`src/hdl/eth_defs_pkg.sv`:
```
/*
 * Ethernet protocol constants for the receive MAC
 */
package eth_defs_pkg;

    // ----------------------------------------
    // frame framing
    // ----------------------------------------

    // number of 0x55 bytes ahead of the delimiter
    localparam int PREAMBLE_LEN = 7;

    // byte position of the 0xD5 delimiter, data starts right after it
    localparam int SFD_POS = PREAMBLE_LEN;

    // frame check sequence length in bytes
    localparam int FCS_LEN = 4;

    // ----------------------------------------
    // CRC-32 (IEEE 802.3)
    // ----------------------------------------

    // polynomial 0x04C11DB7 in reflected (lsb first) form
    localparam logic [31:0] CRC_POLY = 32'hEDB8_8320;

    // register start value
    localparam logic [31:0] CRC_INIT = 32'hFFFF_FFFF;

    // register value left over after a clean frame including its FCS,
    // given in msb-first order
    localparam logic [31:0] CRC_RESIDUE = 32'hC704_DD7B;

endpackage

```
`src/hdl/mac_rx_pkg.sv`:
```
/*
 * Receive MAC types: PHY byte, beat stream, output stream, link status
 */
package mac_rx_pkg;

    // ----------------------------------------
    // in-band link status
    // ----------------------------------------

    // rxc speed code as sent by the PHY, code 3 is reserved
    typedef enum logic [1:0] {
        SPEED_10M  = 2'd0,
        SPEED_100M = 2'd1,
        SPEED_1G   = 2'd2
    } link_speed_e;

    // field order follows the RGMII nibble: [3] duplex, [2:1] speed, [0] link
    typedef struct packed {
        logic        full_duplex;
        link_speed_e speed;
        logic        link_up;
    } link_status_t;

    // ----------------------------------------
    // stream types
    // ----------------------------------------

    // one byte from the DDR capture, with its control bits
    typedef struct packed {
        logic [7:0] data;
        logic       dv;
        logic       er;
    } rx_byte_t;

    // parser output, preamble and delimiter already stripped
    typedef struct packed {
        logic [7:0] data;
        logic       valid;
        logic       sof;
        logic       er;
    } rx_beat_t;

    // top level receive stream
    typedef struct packed {
        logic [7:0] data;
        logic       valid;
        logic       sof;
        logic       eof;
        logic       fr_good;
        logic       fr_err;
    } rx_out_t;

    // ----------------------------------------
    // pipeline
    // ----------------------------------------
    localparam int ALIGN_DEPTH = 2;
    localparam int RX_LATENCY  = 4;
    // frame position counter width, saturates well past the first data byte
    localparam int POS_W       = 4;

endpackage

```
`src/hdl/mac_rx_top.sv`:
```
/*
 * RGMII receive MAC top: parser, CRC checker and alignment buffer
 */
module mac_rx_top (
    input  logic                     mac_rx_clk,
    input  logic                     rst_n_i,
    input  mac_rx_pkg::rx_byte_t     rx_byte_i,
    output mac_rx_pkg::rx_out_t      mac_rx_o,
    output mac_rx_pkg::link_status_t status_o
);
    import mac_rx_pkg::*;

    // parser stream, shared by checker and buffer
    rx_beat_t beat;
    logic     frame_end;
    // verdict pulse from the checker
    logic     verdict_valid;
    logic     frame_good;
    logic     frame_err;

    // ----------------------------------------
    // producer
    // ----------------------------------------
    rx_frame_parser u_parser (
        .mac_rx_clk  (mac_rx_clk),
        .rst_n_i     (rst_n_i),
        .rx_byte_i   (rx_byte_i),
        .beat_o      (beat),
        .frame_end_o (frame_end),
        .status_o    (status_o)
    );

    // ----------------------------------------
    // frame check
    // ----------------------------------------
    rx_crc_check u_crc_check (
        .mac_rx_clk      (mac_rx_clk),
        .rst_n_i         (rst_n_i),
        .beat_i          (beat),
        .frame_end_i     (frame_end),
        .verdict_valid_o (verdict_valid),
        .frame_good_o    (frame_good),
        .frame_err_o     (frame_err)
    );

    // output alignment
    rx_align_buffer u_align (
        .mac_rx_clk      (mac_rx_clk),
        .rst_n_i         (rst_n_i),
        .beat_i          (beat),
        .verdict_valid_i (verdict_valid),
        .frame_good_i    (frame_good),
        .frame_err_i     (frame_err),
        .mac_rx_o        (mac_rx_o)
    );

endmodule

```
`src/hdl/rx_align_buffer.sv`:
```
/*
 * Receive alignment buffer: holds beats until the frame verdict exists,
 * then attaches eof and the verdict to the last byte
 */
module rx_align_buffer (
    input  logic                 mac_rx_clk,
    input  logic                 rst_n_i,
    input  mac_rx_pkg::rx_beat_t beat_i,
    input  logic                 verdict_valid_i,
    input  logic                 frame_good_i,
    input  logic                 frame_err_i,
    output mac_rx_pkg::rx_out_t  mac_rx_o
);
    import mac_rx_pkg::*;

    // shift line, index 0 is the newest beat
    rx_beat_t line_q [ALIGN_DEPTH];
    rx_beat_t tail;

    // beat about to leave the line
    assign tail = line_q[ALIGN_DEPTH-1];

    // ----------------------------------------
    // delay line
    // ----------------------------------------
    always_ff @(posedge mac_rx_clk or negedge rst_n_i) begin
        if (!rst_n_i) begin
            for (int i = 0; i < ALIGN_DEPTH; i++) begin
                line_q[i] <= '0;
            end
        end else begin
            line_q[0] <= beat_i;
            for (int i = 1; i < ALIGN_DEPTH; i++) begin
                line_q[i] <= line_q[i-1];
            end
        end
    end

    // ----------------------------------------
    // output register
    // ----------------------------------------

    // verdict pulse lines up with the last byte at the tail
    always_ff @(posedge mac_rx_clk or negedge rst_n_i) begin
        if (!rst_n_i) begin
            mac_rx_o <= '0;
        end else begin
            mac_rx_o.data    <= tail.data;
            mac_rx_o.valid   <= tail.valid;
            mac_rx_o.sof     <= tail.sof;
            mac_rx_o.eof     <= verdict_valid_i;
            mac_rx_o.fr_good <= verdict_valid_i & frame_good_i;
            mac_rx_o.fr_err  <= verdict_valid_i & frame_err_i;
        end
    end

    // checker and parser timing must keep the verdict on a real byte
    a_verdict_on_tail : assert property (
        @(posedge mac_rx_clk) disable iff (!rst_n_i)
        verdict_valid_i |-> tail.valid
    );

endmodule

```
`src/hdl/rx_crc_check.sv`:
```
/*
 * Receive CRC checker: byte-wise CRC-32 over each frame and its FCS,
 * collects er and gives one verdict per frame
 */
module rx_crc_check (
    input  logic                 mac_rx_clk,
    input  logic                 rst_n_i,
    input  mac_rx_pkg::rx_beat_t beat_i,
    input  logic                 frame_end_i,
    output logic                 verdict_valid_o,
    output logic                 frame_good_o,
    output logic                 frame_err_o
);
    import eth_defs_pkg::*;

    logic [31:0] crc_q;
    logic [31:0] crc_seed;
    logic [31:0] crc_next;
    // register in msb-first order, matches the residue constant
    logic [31:0] crc_rev;
    logic        er_seen_q;

    // one byte through the reflected CRC, lsb first
    function automatic logic [31:0] crc_byte(input logic [31:0] crc,
                                             input logic [7:0]  d);
        logic [31:0] c;
        c = crc ^ {24'h0, d};
        for (int i = 0; i < 8; i++) begin
            c = c[0] ? ((c >> 1) ^ CRC_POLY) : (c >> 1);
        end
        return c;
    endfunction

    // ----------------------------------------
    // CRC register
    // ----------------------------------------

    // sof restarts from all ones
    assign crc_seed = beat_i.sof ? CRC_INIT : crc_q;
    assign crc_next = crc_byte(crc_seed, beat_i.data);
    assign crc_rev  = {<<{crc_q}};

    always_ff @(posedge mac_rx_clk) begin
        if (beat_i.valid) begin
            crc_q <= crc_next;
        end
    end

    // sticky er over the data and FCS bytes
    always_ff @(posedge mac_rx_clk or negedge rst_n_i) begin
        if (!rst_n_i) begin
            er_seen_q <= 1'b0;
        end else if (beat_i.valid) begin
            er_seen_q <= beat_i.er | (er_seen_q & ~beat_i.sof);
        end
    end

    // ----------------------------------------
    // verdict
    // ----------------------------------------
    always_ff @(posedge mac_rx_clk or negedge rst_n_i) begin
        if (!rst_n_i) begin
            verdict_valid_o <= 1'b0;
            frame_good_o    <= 1'b0;
            frame_err_o     <= 1'b0;
        end else begin
            verdict_valid_o <= frame_end_i;
            frame_good_o    <= frame_end_i & (crc_rev == CRC_RESIDUE);
            frame_err_o     <= frame_end_i & er_seen_q;
        end
    end

    // the parser flags the end only once the beat burst has stopped
    a_end_after_burst : assert property (
        @(posedge mac_rx_clk) disable iff (!rst_n_i)
        frame_end_i |-> !beat_i.valid
    );

endmodule

```
`src/hdl/rx_frame_parser.sv`:
```
/*
 * Receive frame parser: strips preamble and SFD by position, emits the
 * beat stream and an end-of-frame pulse, and captures in-band link status
 */
module rx_frame_parser (
    input  logic                     mac_rx_clk,
    input  logic                     rst_n_i,
    input  mac_rx_pkg::rx_byte_t     rx_byte_i,
    output mac_rx_pkg::rx_beat_t     beat_o,
    output logic                     frame_end_o,
    output mac_rx_pkg::link_status_t status_o
);
    import mac_rx_pkg::*;
    import eth_defs_pkg::*;

    // registered PHY byte
    rx_byte_t         rx_q;
    // byte position inside the current frame
    logic [POS_W-1:0] pos_q;
    logic             first_data;
    logic             past_sfd;
    logic             pos_full;

    // ----------------------------------------
    // input register
    // ----------------------------------------
    always_ff @(posedge mac_rx_clk or negedge rst_n_i) begin
        if (!rst_n_i) begin
            rx_q <= '0;
        end else begin
            rx_q <= rx_byte_i;
        end
    end

    // ----------------------------------------
    // position counter
    // ----------------------------------------
    assign pos_full = &pos_q;

    // cleared through the whole gap, holds at all ones on long frames
    always_ff @(posedge mac_rx_clk or negedge rst_n_i) begin
        if (!rst_n_i) begin
            pos_q <= '0;
        end else if (!rx_q.dv) begin
            pos_q <= '0;
        end else if (!pos_full) begin
            pos_q <= pos_q + 1'b1;
        end
    end

    // first data byte sits right after the delimiter
    assign first_data = (pos_q == POS_W'(SFD_POS + 1));
    assign past_sfd   = (pos_q >  POS_W'(SFD_POS));

    // ----------------------------------------
    // beat stream
    // ----------------------------------------
    always_ff @(posedge mac_rx_clk or negedge rst_n_i) begin
        if (!rst_n_i) begin
            beat_o      <= '0;
            frame_end_o <= 1'b0;
        end else begin
            beat_o.data  <= rx_q.data;
            beat_o.valid <= rx_q.dv & past_sfd;
            beat_o.sof   <= rx_q.dv & first_data;
            // er only counts inside the frame
            beat_o.er    <= rx_q.dv & rx_q.er;
            // first idle byte: pos_q still holds the frame length,
            // which must reach past the first data byte
            frame_end_o  <= ~rx_q.dv & (pos_q > POS_W'(SFD_POS + 1));
        end
    end

    // ----------------------------------------
    // link status during the interframe gap
    // ----------------------------------------

    // PHY repeats status in the low nibble while dv and er are both low
    always_ff @(posedge mac_rx_clk or negedge rst_n_i) begin
        if (!rst_n_i) begin
            status_o <= '0;
        end else if (!rx_q.dv && !rx_q.er) begin
            status_o <= link_status_t'(rx_q.data[3:0]);
        end
    end

    // sof opens a burst of valid beats, never in the middle of one
    a_sof_opens_burst : assert property (
        @(posedge mac_rx_clk) disable iff (!rst_n_i)
        beat_o.sof |-> beat_o.valid && !$past(beat_o.valid)
    );

endmodule

```
`config.mk`:
```
export PLATFORM = sky130hd
export DESIGN_NAME = mac_rx_top
export DESIGN_NICKNAME = d
export VERILOG_FILES = /design/src/hdl/eth_defs_pkg.sv /design/src/hdl/mac_rx_pkg.sv /design/src/hdl/mac_rx_top.sv /design/src/hdl/rx_align_buffer.sv /design/src/hdl/rx_crc_check.sv /design/src/hdl/rx_frame_parser.sv
export SDC_FILE = /design/constraint.sdc
export NUM_CORES = 1
export LEC_CHECK = 0
export ABC_CLOCK_PERIOD_IN_PS = 1900
export BUFFER_PORTS_ARGS = -buffer_cell sky130_fd_sc_hd__buf_4
export CAP_MARGIN = 25
export CORE_AREA = 2 2 111 113
export DETAILED_ROUTE_END_ITERATION = 8
export DIE_AREA = 0 0 113 115
export GPL_ROUTABILITY_DRIVEN = 0
export HOLD_SLACK_MARGIN = 0.08
export PLACE_DENSITY = 0.51
export SYNTH_ARGS = -nofsm -noshare
export SYNTH_HDL_FRONTEND = slang
export SYNTH_HIERARCHICAL = 1
export SYNTH_SLANG_ARGS = --single-unit
```
`constraint.sdc`:
```
create_clock -name mac_rx_clk -period 1.9 [get_ports mac_rx_clk]
set_clock_uncertainty 0.1 [all_clocks]
set_input_delay 0.38 -clock mac_rx_clk [delete_from_list [all_inputs] [get_ports mac_rx_clk]]
set_output_delay 0.38 -clock mac_rx_clk [all_outputs]
set_load 0.03 [all_outputs]
```
==> parameters.txt, run 1 <==
Parameter                              Value

Power
  Comb power frac    14.1%
  Switching portion of total power    between 20% and 30%
  Internal power    3.651 mW
  Net switching component of the power    1.130 mW
  Lkg Pwr    2.324 nW
  Clk network pwr share    36.6%
  Power density over cell area    between 800 and 900 nW/um2
  Overall Power    between 4 and 5 mW
  Worst VDD drop    roughly 530 uV
  Relative contribution of sequential cells to total power    ~50%

Outcome
  Run status    complete, but fails checks
  Violated checks    design-rule violations, negative setup slack

GRT
  Congestion Overflow GR    0
  Pin count of the biggest net entering global routing    38
  Tot GR Track Use    14.37%
  First-pass GRT wire length    13,740 um
  Initial antenna violation count    0
  Via count of the first global-routing pass    2,482

Final layout
  Layout-stage area growth over the synthesis result    31.10%
  Final cell count without fillers    ~530
  Total non-filler cell area in the finished layout    5480 um2
  Number of fillers in the final layout    about 1,000
  Combined flip-flop and latch cell area    2639 um2
  Count of nets after finishing    390
  Area of combinational cells with multiple inputs    1643 um2
  Proportion of layout cells with a drive suffix above 1    33.86%
  Share of the core filled with cells    46.40%
  Antenna Cells    0

Floorplanning
  Starting utilization of the core area    a little over a third
  Count of boundary I/O pins    29
  Row count    40
  Die Ht    115 um
  Die area    13,000 um2
  Die X    around 110 um
  Core outline area    11,810 um2

STA
  Number of endpoints with negative hold slack in the final report    0
  Fmax    0.4985 GHz
  Final worst setup slack    -105.9 ps
  Total of endpoints with negative setup slack in the final report    7
  Number of pins exceeding their max-slew limit in the final report    0
  Worst rel slew slack    67.14%
  Actual slew at the worst max-slew pin    493.0 ps
  RSZ-0062 raised after global routing    yes
  Final worst path period share    105.6%
  Final period demand of the worst path    2006 ps

Synthesis
  Cell taking the most area after synthesis    dfrtp_1
  Sequential share of the synthesized area    63.09%
  Dominant cells by area after synthesis    dfrtp_1 (40%), edfxtp_1 (23%), xnor2_1 (15%)
  Number of instances in the synthesized netlist    294
  Mapped Nets    308
  Count of unique library cells instantiated by Yosys    37
  Fraction of synthesis flops using an asynchronous set or reset pin    67.68%
  Number of storage elements in the synthesis netlist    between 90 and 100
  Top cell type's share of synthesized area    40.11%
  Ys Warns    6
  Average instance area after synthesis    14.22 um2
  Most frequently used flop master after synthesis    dfrtp_1
  Number of flops mapped to enable cells by yosys    32
  Post-Syn Area    4180 um2
  Leading cell type by number of instances after synthesis    xnor2_1
  Ranking of synthesized cells by instance count    xnor2_1 (70), dfrtp_1 (67), nor2_1 (34)

Clock tree
  Latest clock arrival within the worst-skew pair    340 ps
  Clk buf depth    2
  Worst-path clk slew    around 70 ps
  Clock sinks    99
  Cell chosen for the clock root    clkbuf_16
  Number of clock buffers inserted by TritonCTS    9
  H-Tree Level Count    3
  TritonCTS clock tree    done

Critical path
  Setup CP Type    reg2reg
  Worst setup SP type    flop
  Critical Path Slowest Stage Cell    xnor3_2
  Type of destination of the critical path    flop
  Critical path fanouts, max    2
  Peak per-stage delay on the critical path    490 ps
  CP Cell Sequence    buf_6 > xnor2_4 > nor2_2 > xnor2_2 > xnor3_2 > xnor2_2
  Arrival time of data at the critical path endpoint    just under 2000 ps
  Most prevalent standard cell on the critical path    xnor2_2
  Required time worst endpoint    about 1900 ps

Placement
  Final HPWL from detailed placement    5966 um
  Placed cell area    slightly below 5000 um2
  Placed insts    495
  Worst setup slack after placement    -166.9 ps
  Number of port buffers    28

Worst hold path
  Worst hold-check path type    reg2reg

Routing
  Drt drc    2
  First-pass detailed-route iteration total    6
  Antenna violation net count after detailed routing    0
  WL per Instance    ~16 um
  Routed vias/inst    4.345
  Vias post-DR    2,294
  Total wirelength of the detailed-routed design    around 8500 um
  DRT iter0 DRCs    174

Job
  Max cap viols    0
[worst max-delay path: cells and delay by family, from the launching register on]
family                 cells  cell delay, ps
XOR/XNOR                   4             900
flip-flops                 1             440
buffers and inverters      1             160
AND/OR/NAND/NOR            1             150
[final timing paths]
check                                         to  cells after the start                 start  slack, ps
max in group asynchronous     u_parser/beat_o[4]                      3               rst_n_i        730
setup / recovery           u_crc_check/crc_q[20]                      6  u_crc_check/crc_q[1]       -110
min in group asynchronous      u_parser/pos_q[0]                      2               rst_n_i        440
hold / removal               u_align/mac_rx_o[3]                      0     u_align/line_q[1]        240
hold reg to reg              u_align/mac_rx_o[3]                      0     u_align/line_q[1]        240
setup reg to reg           u_crc_check/crc_q[20]                      6  u_crc_check/crc_q[1]       -110
[flip-flops by register name, summed over array words and instances, names as in the netlist]
register,count
u_crc_check/er_seen_q,1
u_parser/rx_q,10
u_parser/beat_o,11
u_parser/pos_q,4
u_crc_check/verdict_valid_o,1
u_crc_check/frame_good_o,1
u_align/mac_rx_o,13
u_crc_check/frame_err_o,1
u_align/line_q,20
u_crc_check/crc_q,32
u_parser/status_o,4
u_parser/frame_end_o,1
[metal layers]
metal  GRT usage [%]  wire length [um]  vias up
met5               0                 0        -
met4           4.065                99        0
met3           4.428               306        5
met2           22.87              4100       32
met1           19.17              3988     1144
li1                -                 -     1113
[cell usage in the layout, fill, tap and decap left out, types with 2 or more instances in the layout]
cell	netlist	final
and2_2	2	2
nor4_1	3	2
xnor2_4	1	5
nand2_1	7	7
mux2_4	4	4
ha_1	2	2
xnor2_1	70	59
buf_12	0	2
dfrtp_1	67	66
dlygate4sd3_1	0	11
and2_1	4	4
nand3_1	4	4
xor2_1	17	15
nor2_1	34	28
mux2i_1	2	2
inv_6	0	2
xor2_4	0	2
buf_6	1	5
inv_1	5	4
clkbuf_16	0	10
clkbuf_1	2	2
edfxtp_1	32	32
xnor2_2	6	13
nor2_2	1	6
buf_4	1	67
nor4bb_1	3	3
nand2b_1	2	2
[cell families after synthesis]
group | after synthesis | synth area share, %
buffers and inverters | 19 | 2.245
AO/OA/AOI/OAI | 5 | 0.9279
AND/OR/NAND/NOR | 65 | 7.962
adder cells (fa/ha/maj) | 2 | 0.5985
multiplexers | 6 | 1.916
XOR/XNOR | 98 | 23.26
flip-flops | 99 | 63.09
[timing repair]
action | in CTS | in global routing
buffers inserted | 4 | 3
resized for setup | 11 | 23
pin swaps | 6 | 12
endpoints found under the hold margin | 46 | 0
cloned | 0 | 0
hold buffers | 11 | 0
setup endpoints to repair | 12 | 18
[through the flow]
step / TNS, ps / hold WS, ps
CTS: -497.8 / 243.0
global route: -1157 / 252.6
detailed placement: -967.8 / 234.7
finish: -424.3 / 243.9
floorplan: -366.2 / -15.59
global placement: -1022 / 232.0
[power groups by stage]
stage / sequential [mW] / combinational [mW] / clock, mW
finish: 2.36 / 0.675 / 1.75
CTS: 2.36 / 0.650 / 1.81
detailed placement: 2.40 / 0.589 / 0
floorplan: 2.42 / 0.348 / 0
global route: 2.36 / 0.732 / 1.90
global placement: 2.40 / 0.588 / 0
[layout make-up]
cell class              count  share of cell area (%)
clock buffers              12                   4.703
flip-flops and latches     99                   48.15
inverters                   5                  0.3425
multi-input cells         176                   29.98
well taps                 147                   3.356
repair buffers             85                   12.95
clock inverters             4                  0.5251
Note: power is estimated with default switching activity, not from simulation.
==> run 2, diff against run 1 <==
--- a/config.mk
+++ b/config.mk
@@ -8,12 +8,14 @@
 export ABC_CLOCK_PERIOD_IN_PS = 1900
 export BUFFER_PORTS_ARGS = -buffer_cell sky130_fd_sc_hd__buf_4
 export CAP_MARGIN = 25
+export CELL_PAD_IN_SITES_DETAIL_PLACEMENT = 0
+export CELL_PAD_IN_SITES_GLOBAL_PLACEMENT = 1
 export CORE_AREA = 2 2 111 113
 export DETAILED_ROUTE_END_ITERATION = 8
 export DIE_AREA = 0 0 113 115
 export GPL_ROUTABILITY_DRIVEN = 0
 export HOLD_SLACK_MARGIN = 0.08
-export PLACE_DENSITY = 0.51
+export PLACE_DENSITY = 0.6
 export SYNTH_ARGS = -nofsm -noshare
 export SYNTH_HDL_FRONTEND = slang
 export SYNTH_HIERARCHICAL = 1
==> run 2 against run 1 <==
The run ends with negative setup slack left. Worst setup slack gained 22 ps. Combinational power grew 0.6%. Sequential power is essentially flat. Core utilization grew 0.69 points. Maximum frequency grew 1.1%. Cell area grew 1.5%. Clock power grew 15%. Final cell count grew 1.1%. Critical endpoint is now u_crc_check/crc_q[21]. Highest routed layer unchanged. Wire length grew 0.18%. Flip-flop and latch count is the same.
==> parameters.txt, run 2 (synthesis gave the netlist of run 1 again) <==
Parameter                              Value

Clock tree
  Latest clock arrival within the worst-skew pair    350 ps (about the same)
  Worst-path clk slew    70 ps (about the same)
  TritonCTS clock tree    done
  Clock sinks    99 (unchanged)
  Cell chosen for the clock root    clkbuf_16
  H-Tree Level Count    3 (unchanged)
  Clk buf depth    2 (unchanged)
  Number of clock buffers inserted by TritonCTS    9 (unchanged)

Routing
  Routed vias/inst    4.393 (+1.1%)
  DRT iter0 DRCs    140 (-20%)
  First-pass detailed-route iteration total    4 (-2)
  Antenna violation net count after detailed routing    0 (unchanged)
  WL per Instance    15.94 um (-0.95%)
  Vias post-DR    2,346 (+2.3%)
  Total wirelength of the detailed-routed design    8510 um (+0.18%)
  Drt drc    0 (-2)

Power
  Power density over cell area    909.3 nW/um2 (+4.2%)
  Lkg Pwr    2.370 nW (+2.0%)
  Overall Power    5.057 mW (+5.8%)
  Worst VDD drop    535.3 uV (+1.3%)

Final layout
  Most frequent cells in the layout    buf_4 (71), dfrtp_1 (65), xnor2_1 (61), edfxtp_1 (32), nor2_1 (29)
  Leading registers by flop count    u_crc_check/crc_q x32, u_align/line_q x20, u_align/mac_rx_o x13
  Final cell count without fillers    534 (+1.1%)
  Antenna Cells    0 (unchanged)
  Layout-stage area growth over the synthesis result    33.04%
  Share of the core filled with cells    47.09% (+0.69 points)
  Proportion of layout cells with a drive suffix above 1    34.88% (+1.0 points)
  Total non-filler cell area in the finished layout    5562 um2 (+1.5%)
  Count of nets after finishing    396 (+1.5%)
  Number of fillers in the final layout    1,058 (+1.6%)
  Largest register FFs    32 (unchanged)
  Register name with the most flops    u_crc_check/crc_q
  Leading cell type in the layout, fill and taps excluded    buf_4

Critical path
  Worst setup SP type    flop
  Worst-case register-to-register setup slack    -80 ps (+20 ps)
  Critical Path Slowest Stage Cell    edfxtp_1
  Peak per-stage delay on the critical path    510 ps (+20 ps)
  Critical path fanouts, max    6 (+4)
  Setup CP Type    reg2reg
  Arrival time of data at the critical path endpoint    1980 ps (about the same)
  Required time worst endpoint    1900 ps (about the same)
  CP Cell Sequence    xnor2_2 > nor2_4 > xnor2_4 > buf_12 > xor3_2 > xor2_1
  Type of destination of the critical path    flop

Floorplanning
  Die X    113 um (unchanged)
  Die Ht    115 um (unchanged)
  Count of boundary I/O pins    29 (unchanged)
  Die area    13,000 um2 (unchanged)
  Core outline area    11,810 um2 (unchanged)
  Row count    40 (unchanged)
  Starting utilization of the core area    35.39% (unchanged)

Outcome
  Run status    complete, but fails checks
  Violated checks    negative setup slack

STA
  Final period demand of the worst path    1984 ps (-22.06 ps)
  RSZ-0062 raised after global routing    yes
  Final worst path period share    104.4% (-1.2 points)
  Final worst setup slack    -83.79 ps (+22.06 ps)
  WHS    248.7 ps (+4.853 ps)
  Number of endpoints with negative hold slack in the final report    0 (unchanged)
  Fmax    0.5041 GHz (+1.1%)
  Total of endpoints with negative setup slack in the final report    7 (unchanged)
  Worst rel slew slack    70.78% (+3.6 points)
  Actual slew at the worst max-slew pin    438.3 ps (-54.69 ps)
  Number of pins exceeding their max-slew limit in the final report    0 (unchanged)

GRT
  Tot GR Track Use    14.31% (-0.061 points)
  First-pass GRT wire length    13,600 um (-1.1%)
  Via count of the first global-routing pass    2,428 (-2.2%)
  Pin count of the biggest net entering global routing    36 (-5.3%)
  Initial antenna violation count    0 (unchanged)
  Congestion Overflow GR    0 (unchanged)

Job
  Max cap viols    0 (unchanged)

Placement
  Final HPWL from detailed placement    5921 um (-0.74%)
  Number of port buffers    28 (unchanged)
  Placed insts    495 (unchanged)
  Placed cell area    4835 um2 (+0.26%)

Worst hold path
  Worst hold-check path type    reg2reg
## run 2: routing by layer
layer	share of wire [%]	track usage, %
met2	47	22.00
met4	3.1	6.179
met5	0	0
met1	46	18.80
met3	3.7	4.533
## run 2: per-stage QoR
stage / setup slack (ps) / setup TNS [ps]
6_report: -83.79 / -321.5
5_1_grt: -136.2 / -1330
4_1_cts: -108.9 / -395.5
3_5_place_dp: -163.6 / -1106
3_3_place_gp: -214.6 / -1556
2_1_floorplan: -97.65 / -366.2
## run 2: path summary, 6_finish.rpt
| check | from | to | cells past startpoint |
|---|---|---|---|
| max | u_crc_check/crc_q[1] | u_crc_check/crc_q[21] | 6 |
| min | u_align/line_q[12] | u_align/line_q[1] | 0 |
| max reg2reg | u_crc_check/crc_q[1] | u_crc_check/crc_q[21] | 6 |
| min reg2reg | u_align/line_q[12] | u_align/line_q[1] | 0 |
| max in group asynchronous | rst_n_i | u_parser/rx_q[9] | 3 |
| min in group asynchronous | rst_n_i | u_parser/pos_q[1] | 2 |
## run 2: timing repair
action                                  in CTS  in global routing
endpoints found under the setup margin      12                 14
hold buffers                                11                  0
pin swaps                                    6                 12
gates resized for setup                     14                 18
gates cloned                                 0                  0
hold endpoints to repair                    44                  0
setup buffers                                4                  8
## run 2: power breakdown
group / leakage, nW / internal, mW / switching [mW]
clock network: 0.159 / 1.18 / 0.846
registers: 1.11 / 2.31 / 0.0494
logic: 1.10 / 0.374 / 0.305
## run 2: final cells by class
type / instances / area (um2) / area share (%)
flip-flops and latches: 99 / 2640 / 47.47
multi-input cells: 176 / 1618 / 29.09
repair buffers: 91 / 770.7 / 13.86
clock buffers: 9 / 225.2 / 4.049
well taps: 147 / 183.9 / 3.307
clock inverters: 7 / 105.1 / 1.890
inverters: 5 / 18.77 / 0.3375
## run 2: worst max-delay path, delay by kind of cell (launching register included)
kind / cells / cell delay, ps
AND/OR/NAND/NOR: 1 / 70
buffers and inverters: 1 / 150
XOR/XNOR: 4 / 890
flip-flops: 1 / 510
==> run 3, diff against run 2 <==
--- a/config.mk
+++ b/config.mk
@@ -5,17 +5,18 @@
 export SDC_FILE = /design/constraint.sdc
 export NUM_CORES = 1
 export LEC_CHECK = 0
+export ABC_AREA = 1
 export ABC_CLOCK_PERIOD_IN_PS = 1900
 export BUFFER_PORTS_ARGS = -buffer_cell sky130_fd_sc_hd__buf_4
 export CAP_MARGIN = 25
 export CELL_PAD_IN_SITES_DETAIL_PLACEMENT = 0
 export CELL_PAD_IN_SITES_GLOBAL_PLACEMENT = 1
-export CORE_AREA = 2 2 111 113
+export CORE_AREA = 2 2 115 117
 export DETAILED_ROUTE_END_ITERATION = 8
-export DIE_AREA = 0 0 113 115
+export DIE_AREA = 0 0 117 119
 export GPL_ROUTABILITY_DRIVEN = 0
 export HOLD_SLACK_MARGIN = 0.08
-export PLACE_DENSITY = 0.6
+export PLACE_DENSITY = 0.62
 export SYNTH_ARGS = -nofsm -noshare
 export SYNTH_HDL_FRONTEND = slang
 export SYNTH_HIERARCHICAL = 1
==> run 3 against run 2 <==
Worst setup slack better by 68 ps. Maximum frequency up 3.5%. Core utilization down 2.0 points. Die area up 7.1%. The flow still finishes with violations (negative setup slack). Critical endpoint is now u_crc_check/crc_q[25]. Combinational power down 22%. Flip-flop and latch count unchanged. Largest power group unchanged. Clock power down 15%. Area after synthesis up 7.5%. Synthesized cell count up 47%. Clock-buffer cell count up 2.
==> parameters.txt, run 3 <==
Parameter                              Value

GRT
  First-pass GRT wire length    15,990 um (+18%)
  Via count of the first global-routing pass    3,060 (+26%)
  Pin count of the biggest net entering global routing    37 (+2.8%)
  Congestion Overflow GR    0 (unchanged)
  Tot GR Track Use    15.67% (+1.4 points)
  Initial antenna violation count    0 (unchanged)

Placement
  Final HPWL from detailed placement    7365 um (+24%)
  Number of port buffers    28 (unchanged)
  Worst setup slack after placement    -49.34 ps (+114.3 ps)

Routing
  WL per Instance    13.70 um (-14%)
  Antenna violation net count after detailed routing    0 (unchanged)
  Vias post-DR    3,048 (+30%)
  First-pass detailed-route iteration total    4 (unchanged)
  Drt drc    0 (unchanged)
  Total wirelength of the detailed-routed design    9724 um (+14%)
  DRT iter0 DRCs    208 (+49%)
  Routed vias/inst    4.293 (-2.3%)

Synthesis
  Post-Syn Area    4492 um2 (+7.5%)
  Fraction of synthesis flops using an asynchronous set or reset pin    67.68% (unchanged)
  Count of unique library cells instantiated by Yosys    36 (-2.7%)
  Number of flops mapped to enable cells by yosys    32 (unchanged)
  Leading cell type by number of instances after synthesis    nand2_1
  Ys Warns    6 (unchanged)
  Number of instances in the synthesized netlist    433 (+47%)
  Average instance area after synthesis    10.37 um2 (-27%)
  Ranking of synthesized cells by instance count    nand2_1 (124), dfrtp_1 (67), nor2_1 (41)
  Cell taking the most area after synthesis    dfrtp_1
  Top cell type's share of synthesized area    37.33% (-2.8 points)
  Dominant cells by area after synthesis    dfrtp_1 (37%), edfxtp_1 (21%), nand2_1 (10%)
  Most frequently used flop master after synthesis    dfrtp_1
  Number of storage elements in the synthesis netlist    99 (unchanged)
  Mapped Nets    447 (+45%)
  Sequential share of the synthesized area    58.72% (-4.4 points)

STA
  Number of endpoints with negative hold slack in the final report    0 (unchanged)
  Actual slew at the worst max-slew pin    479.7 ps (+41.40 ps)
  Final worst path period share    100.8% (-3.6 points)
  Final period demand of the worst path    1916 ps (-67.68 ps)
  Total of endpoints with negative setup slack in the final report    5 (-2)
  Fmax    0.5219 GHz (+3.5%)
  Number of pins exceeding their max-slew limit in the final report    0 (unchanged)
  Worst rel slew slack    68.02% (-2.8 points)
  RSZ-0062 raised after global routing    yes
  Final worst setup slack    -16.11 ps (+67.68 ps)

Clock tree
  Clk buf depth    2 (unchanged)
  H-Tree Level Count    3 (unchanged)
  Latest clock arrival within the worst-skew pair    350 ps (about the same)
  Number of clock buffers inserted by TritonCTS    9 (unchanged)
  Cell chosen for the clock root    clkbuf_16
  Clock sinks    99 (unchanged)
  TritonCTS clock tree    done
  Worst-path clk slew    70 ps (about the same)

Floorplanning
  Row count    42 (+5.0%)
  Die Ht    119 um (+3.5%)
  Starting utilization of the core area    34.89% (-0.50 points)
  Die X    117 um (+3.5%)
  Core outline area    12,870 um2 (+9.0%)
  Count of boundary I/O pins    29 (unchanged)
  Die area    13,920 um2 (+7.1%)

Final layout
  Register name with the most flops    u_crc_check/crc_q
  Antenna Cells    0 (unchanged)
  Leading cell type in the layout, fill and taps excluded    nand2_1
  Layout-stage area growth over the synthesis result    29.30%
  Largest register FFs    32 (unchanged)
  Most frequent cells in the layout    nand2_1 (116), buf_4 (77), dfrtp_1 (67), nor2_1 (40), edfxtp_1 (32)
  Number of fillers in the final layout    1,217 (+15%)
  Proportion of layout cells with a drive suffix above 1    29.40% (-5.5 points)
  Leading registers by flop count    u_crc_check/crc_q x32, u_align/line_q x20, u_align/mac_rx_o x13
  Count of nets after finishing    544 (+37%)

Worst hold path
  Critical hold path startpoint    u_parser/rx_q[7]
  Instance count along the most critical hold path    0 (unchanged)
  Terminating pin of the worst hold path    u_parser/beat_o[8]
  Worst hold-check path type    reg2reg

Critical path
  Depth of the worst register-to-register path    10 (+4)
  Origin of the critical flop-to-flop path    u_parser/beat_o[1]
  Worst-case register-to-register setup slack    -20 ps (+70 ps)
  Worst setup SP type    flop
  Type of destination of the critical path    flop
  Capture instance of the worst register-to-register path    u_crc_check/crc_q[25]
  Critical path fanouts, max    8 (+2)
  Arrival time of data at the critical path endpoint    1920 ps (-60 ps)
  Setup CP Type    reg2reg
  Required time worst endpoint    1900 ps (about the same)

Power
  Clk network pwr share    37.6% (-2.4 points)
  Net switching component of the power    1.133 mW (-5.6%)
  Overall Power    4.572 mW (-9.6%)
  Power density over cell area    787.2 nW/um2 (-13%)
  Relative contribution of sequential cells to total power    50.9% (+4.3 points)
  Lkg Pwr    2.770 nW (+17%)
  Switching portion of total power    24.79% (+1.1 points)
  Comb power frac    11.6% (-1.8 points)
  Worst VDD drop    502.8 uV (-6.1%)
  Internal power    3.439 mW (-11%)

Outcome
  Violated checks    negative setup slack
  Run status    complete, but fails checks

Job
  Max cap viols    0 (unchanged)
-- run 3: routing by layer --
layer / routed length (um) / GRT usage [%] / part of all wire [%] / up-vias
li1: - / - / - / 1551
met1: 4638 / 22.03 / 48 / 1436
met2: 4513 / 23.52 / 46 / 48
met3: 377 / 4.020 / 3.9 / 13
met4: 195 / 5.294 / 2.0 / 0
met5: 0 / 0 / 0 / -
-- run 3: worst max-delay path: stages (launching register included) --
cell     delay, ps
dfrtp_1        410
buf_4          200
nor2_4         120
nand2_1        110
nand2_4        150
nand2_2        100
nand2_4        100
xor2_2         180
inv_1           80
nand2_1         60
nand2_1         60
-- run 3: cell type report --
class                   count  area, um2  area share (%)
multi-input cells         293       1798           30.96
flip-flops and latches     99       2638           45.41
clock buffers              11      242.7           4.179
well taps                 176      220.2           3.791
repair buffers             91      739.5           12.73
inverters                  36      137.6           2.370
clock inverters             4      32.53          0.5601
-- run 3: cell families (layout without fill, tap and decap cells) --
group	after synthesis	in the layout	synth area share [%]
AOI/OAI and AO/OA	13	13	2.173
xor gates and xnor gates	47	47	10.25
adders and majority gates	2	2	0.5570
buffers and inverters	41	142	4.150
DFF	99	99	58.72
and+or+nand+nor	231	231	24.15
-- run 3: power by group through the flow --
stage	logic [mW]	clock network, mW	registers [mW]
2_1_floorplan	0.243	0	2.39
3_3_place_gp	0.483	0	2.37
3_5_place_dp	0.485	0	2.37
4_1_cts	0.524	1.76	2.33
5_1_grt	0.594	1.85	2.33
6_report	0.529	1.72	2.33
-- run 3: worst max-delay path by stage --
stage / start / slack (ps) / end / depth (start not counted)
6_report: u_parser/beat_o[1] / -20 / u_crc_check/crc_q[25] / 10
5_1_grt: u_parser/beat_o[1] / -150 / u_crc_check/crc_q[14] / 10
4_1_cts: u_parser/beat_o[1] / -20 / u_crc_check/crc_q[26] / 10
3_5_place_dp: u_parser/beat_o[1] / -50 / u_crc_check/crc_q[21] / 9
3_3_place_gp: u_parser/beat_o[1] / -40 / u_crc_check/crc_q[21] / 9
2_1_floorplan: u_parser/beat_o[1] / 80 / u_crc_check/crc_q[7] / 11
-- run 3: timing repair --
action                                  CTS  global route
endpoints found under the setup margin   10            21
resized for setup                        14            13
gates cloned                              0             0
buffers inserted                          5             1
hold buffers                             11             0
hold endpoints to repair                 41             0
pin swaps                                 4             0
-- run 3: per-stage QoR --
stage               hold WS, ps  instance area (um2)  instances  setup TNS (ps)  util (%)
floorplan                -15.59                 4492        433               0         -
global placement          232.7                 5241        678          -175.3     40.71
detailed placement        234.7                 5241        678          -244.3     40.71
CTS                       249.6                 5741        709          -38.20     44.59
global route              251.2                 5808        710           -1748     45.11
finish                    247.8                 5808        710          -63.44     45.11
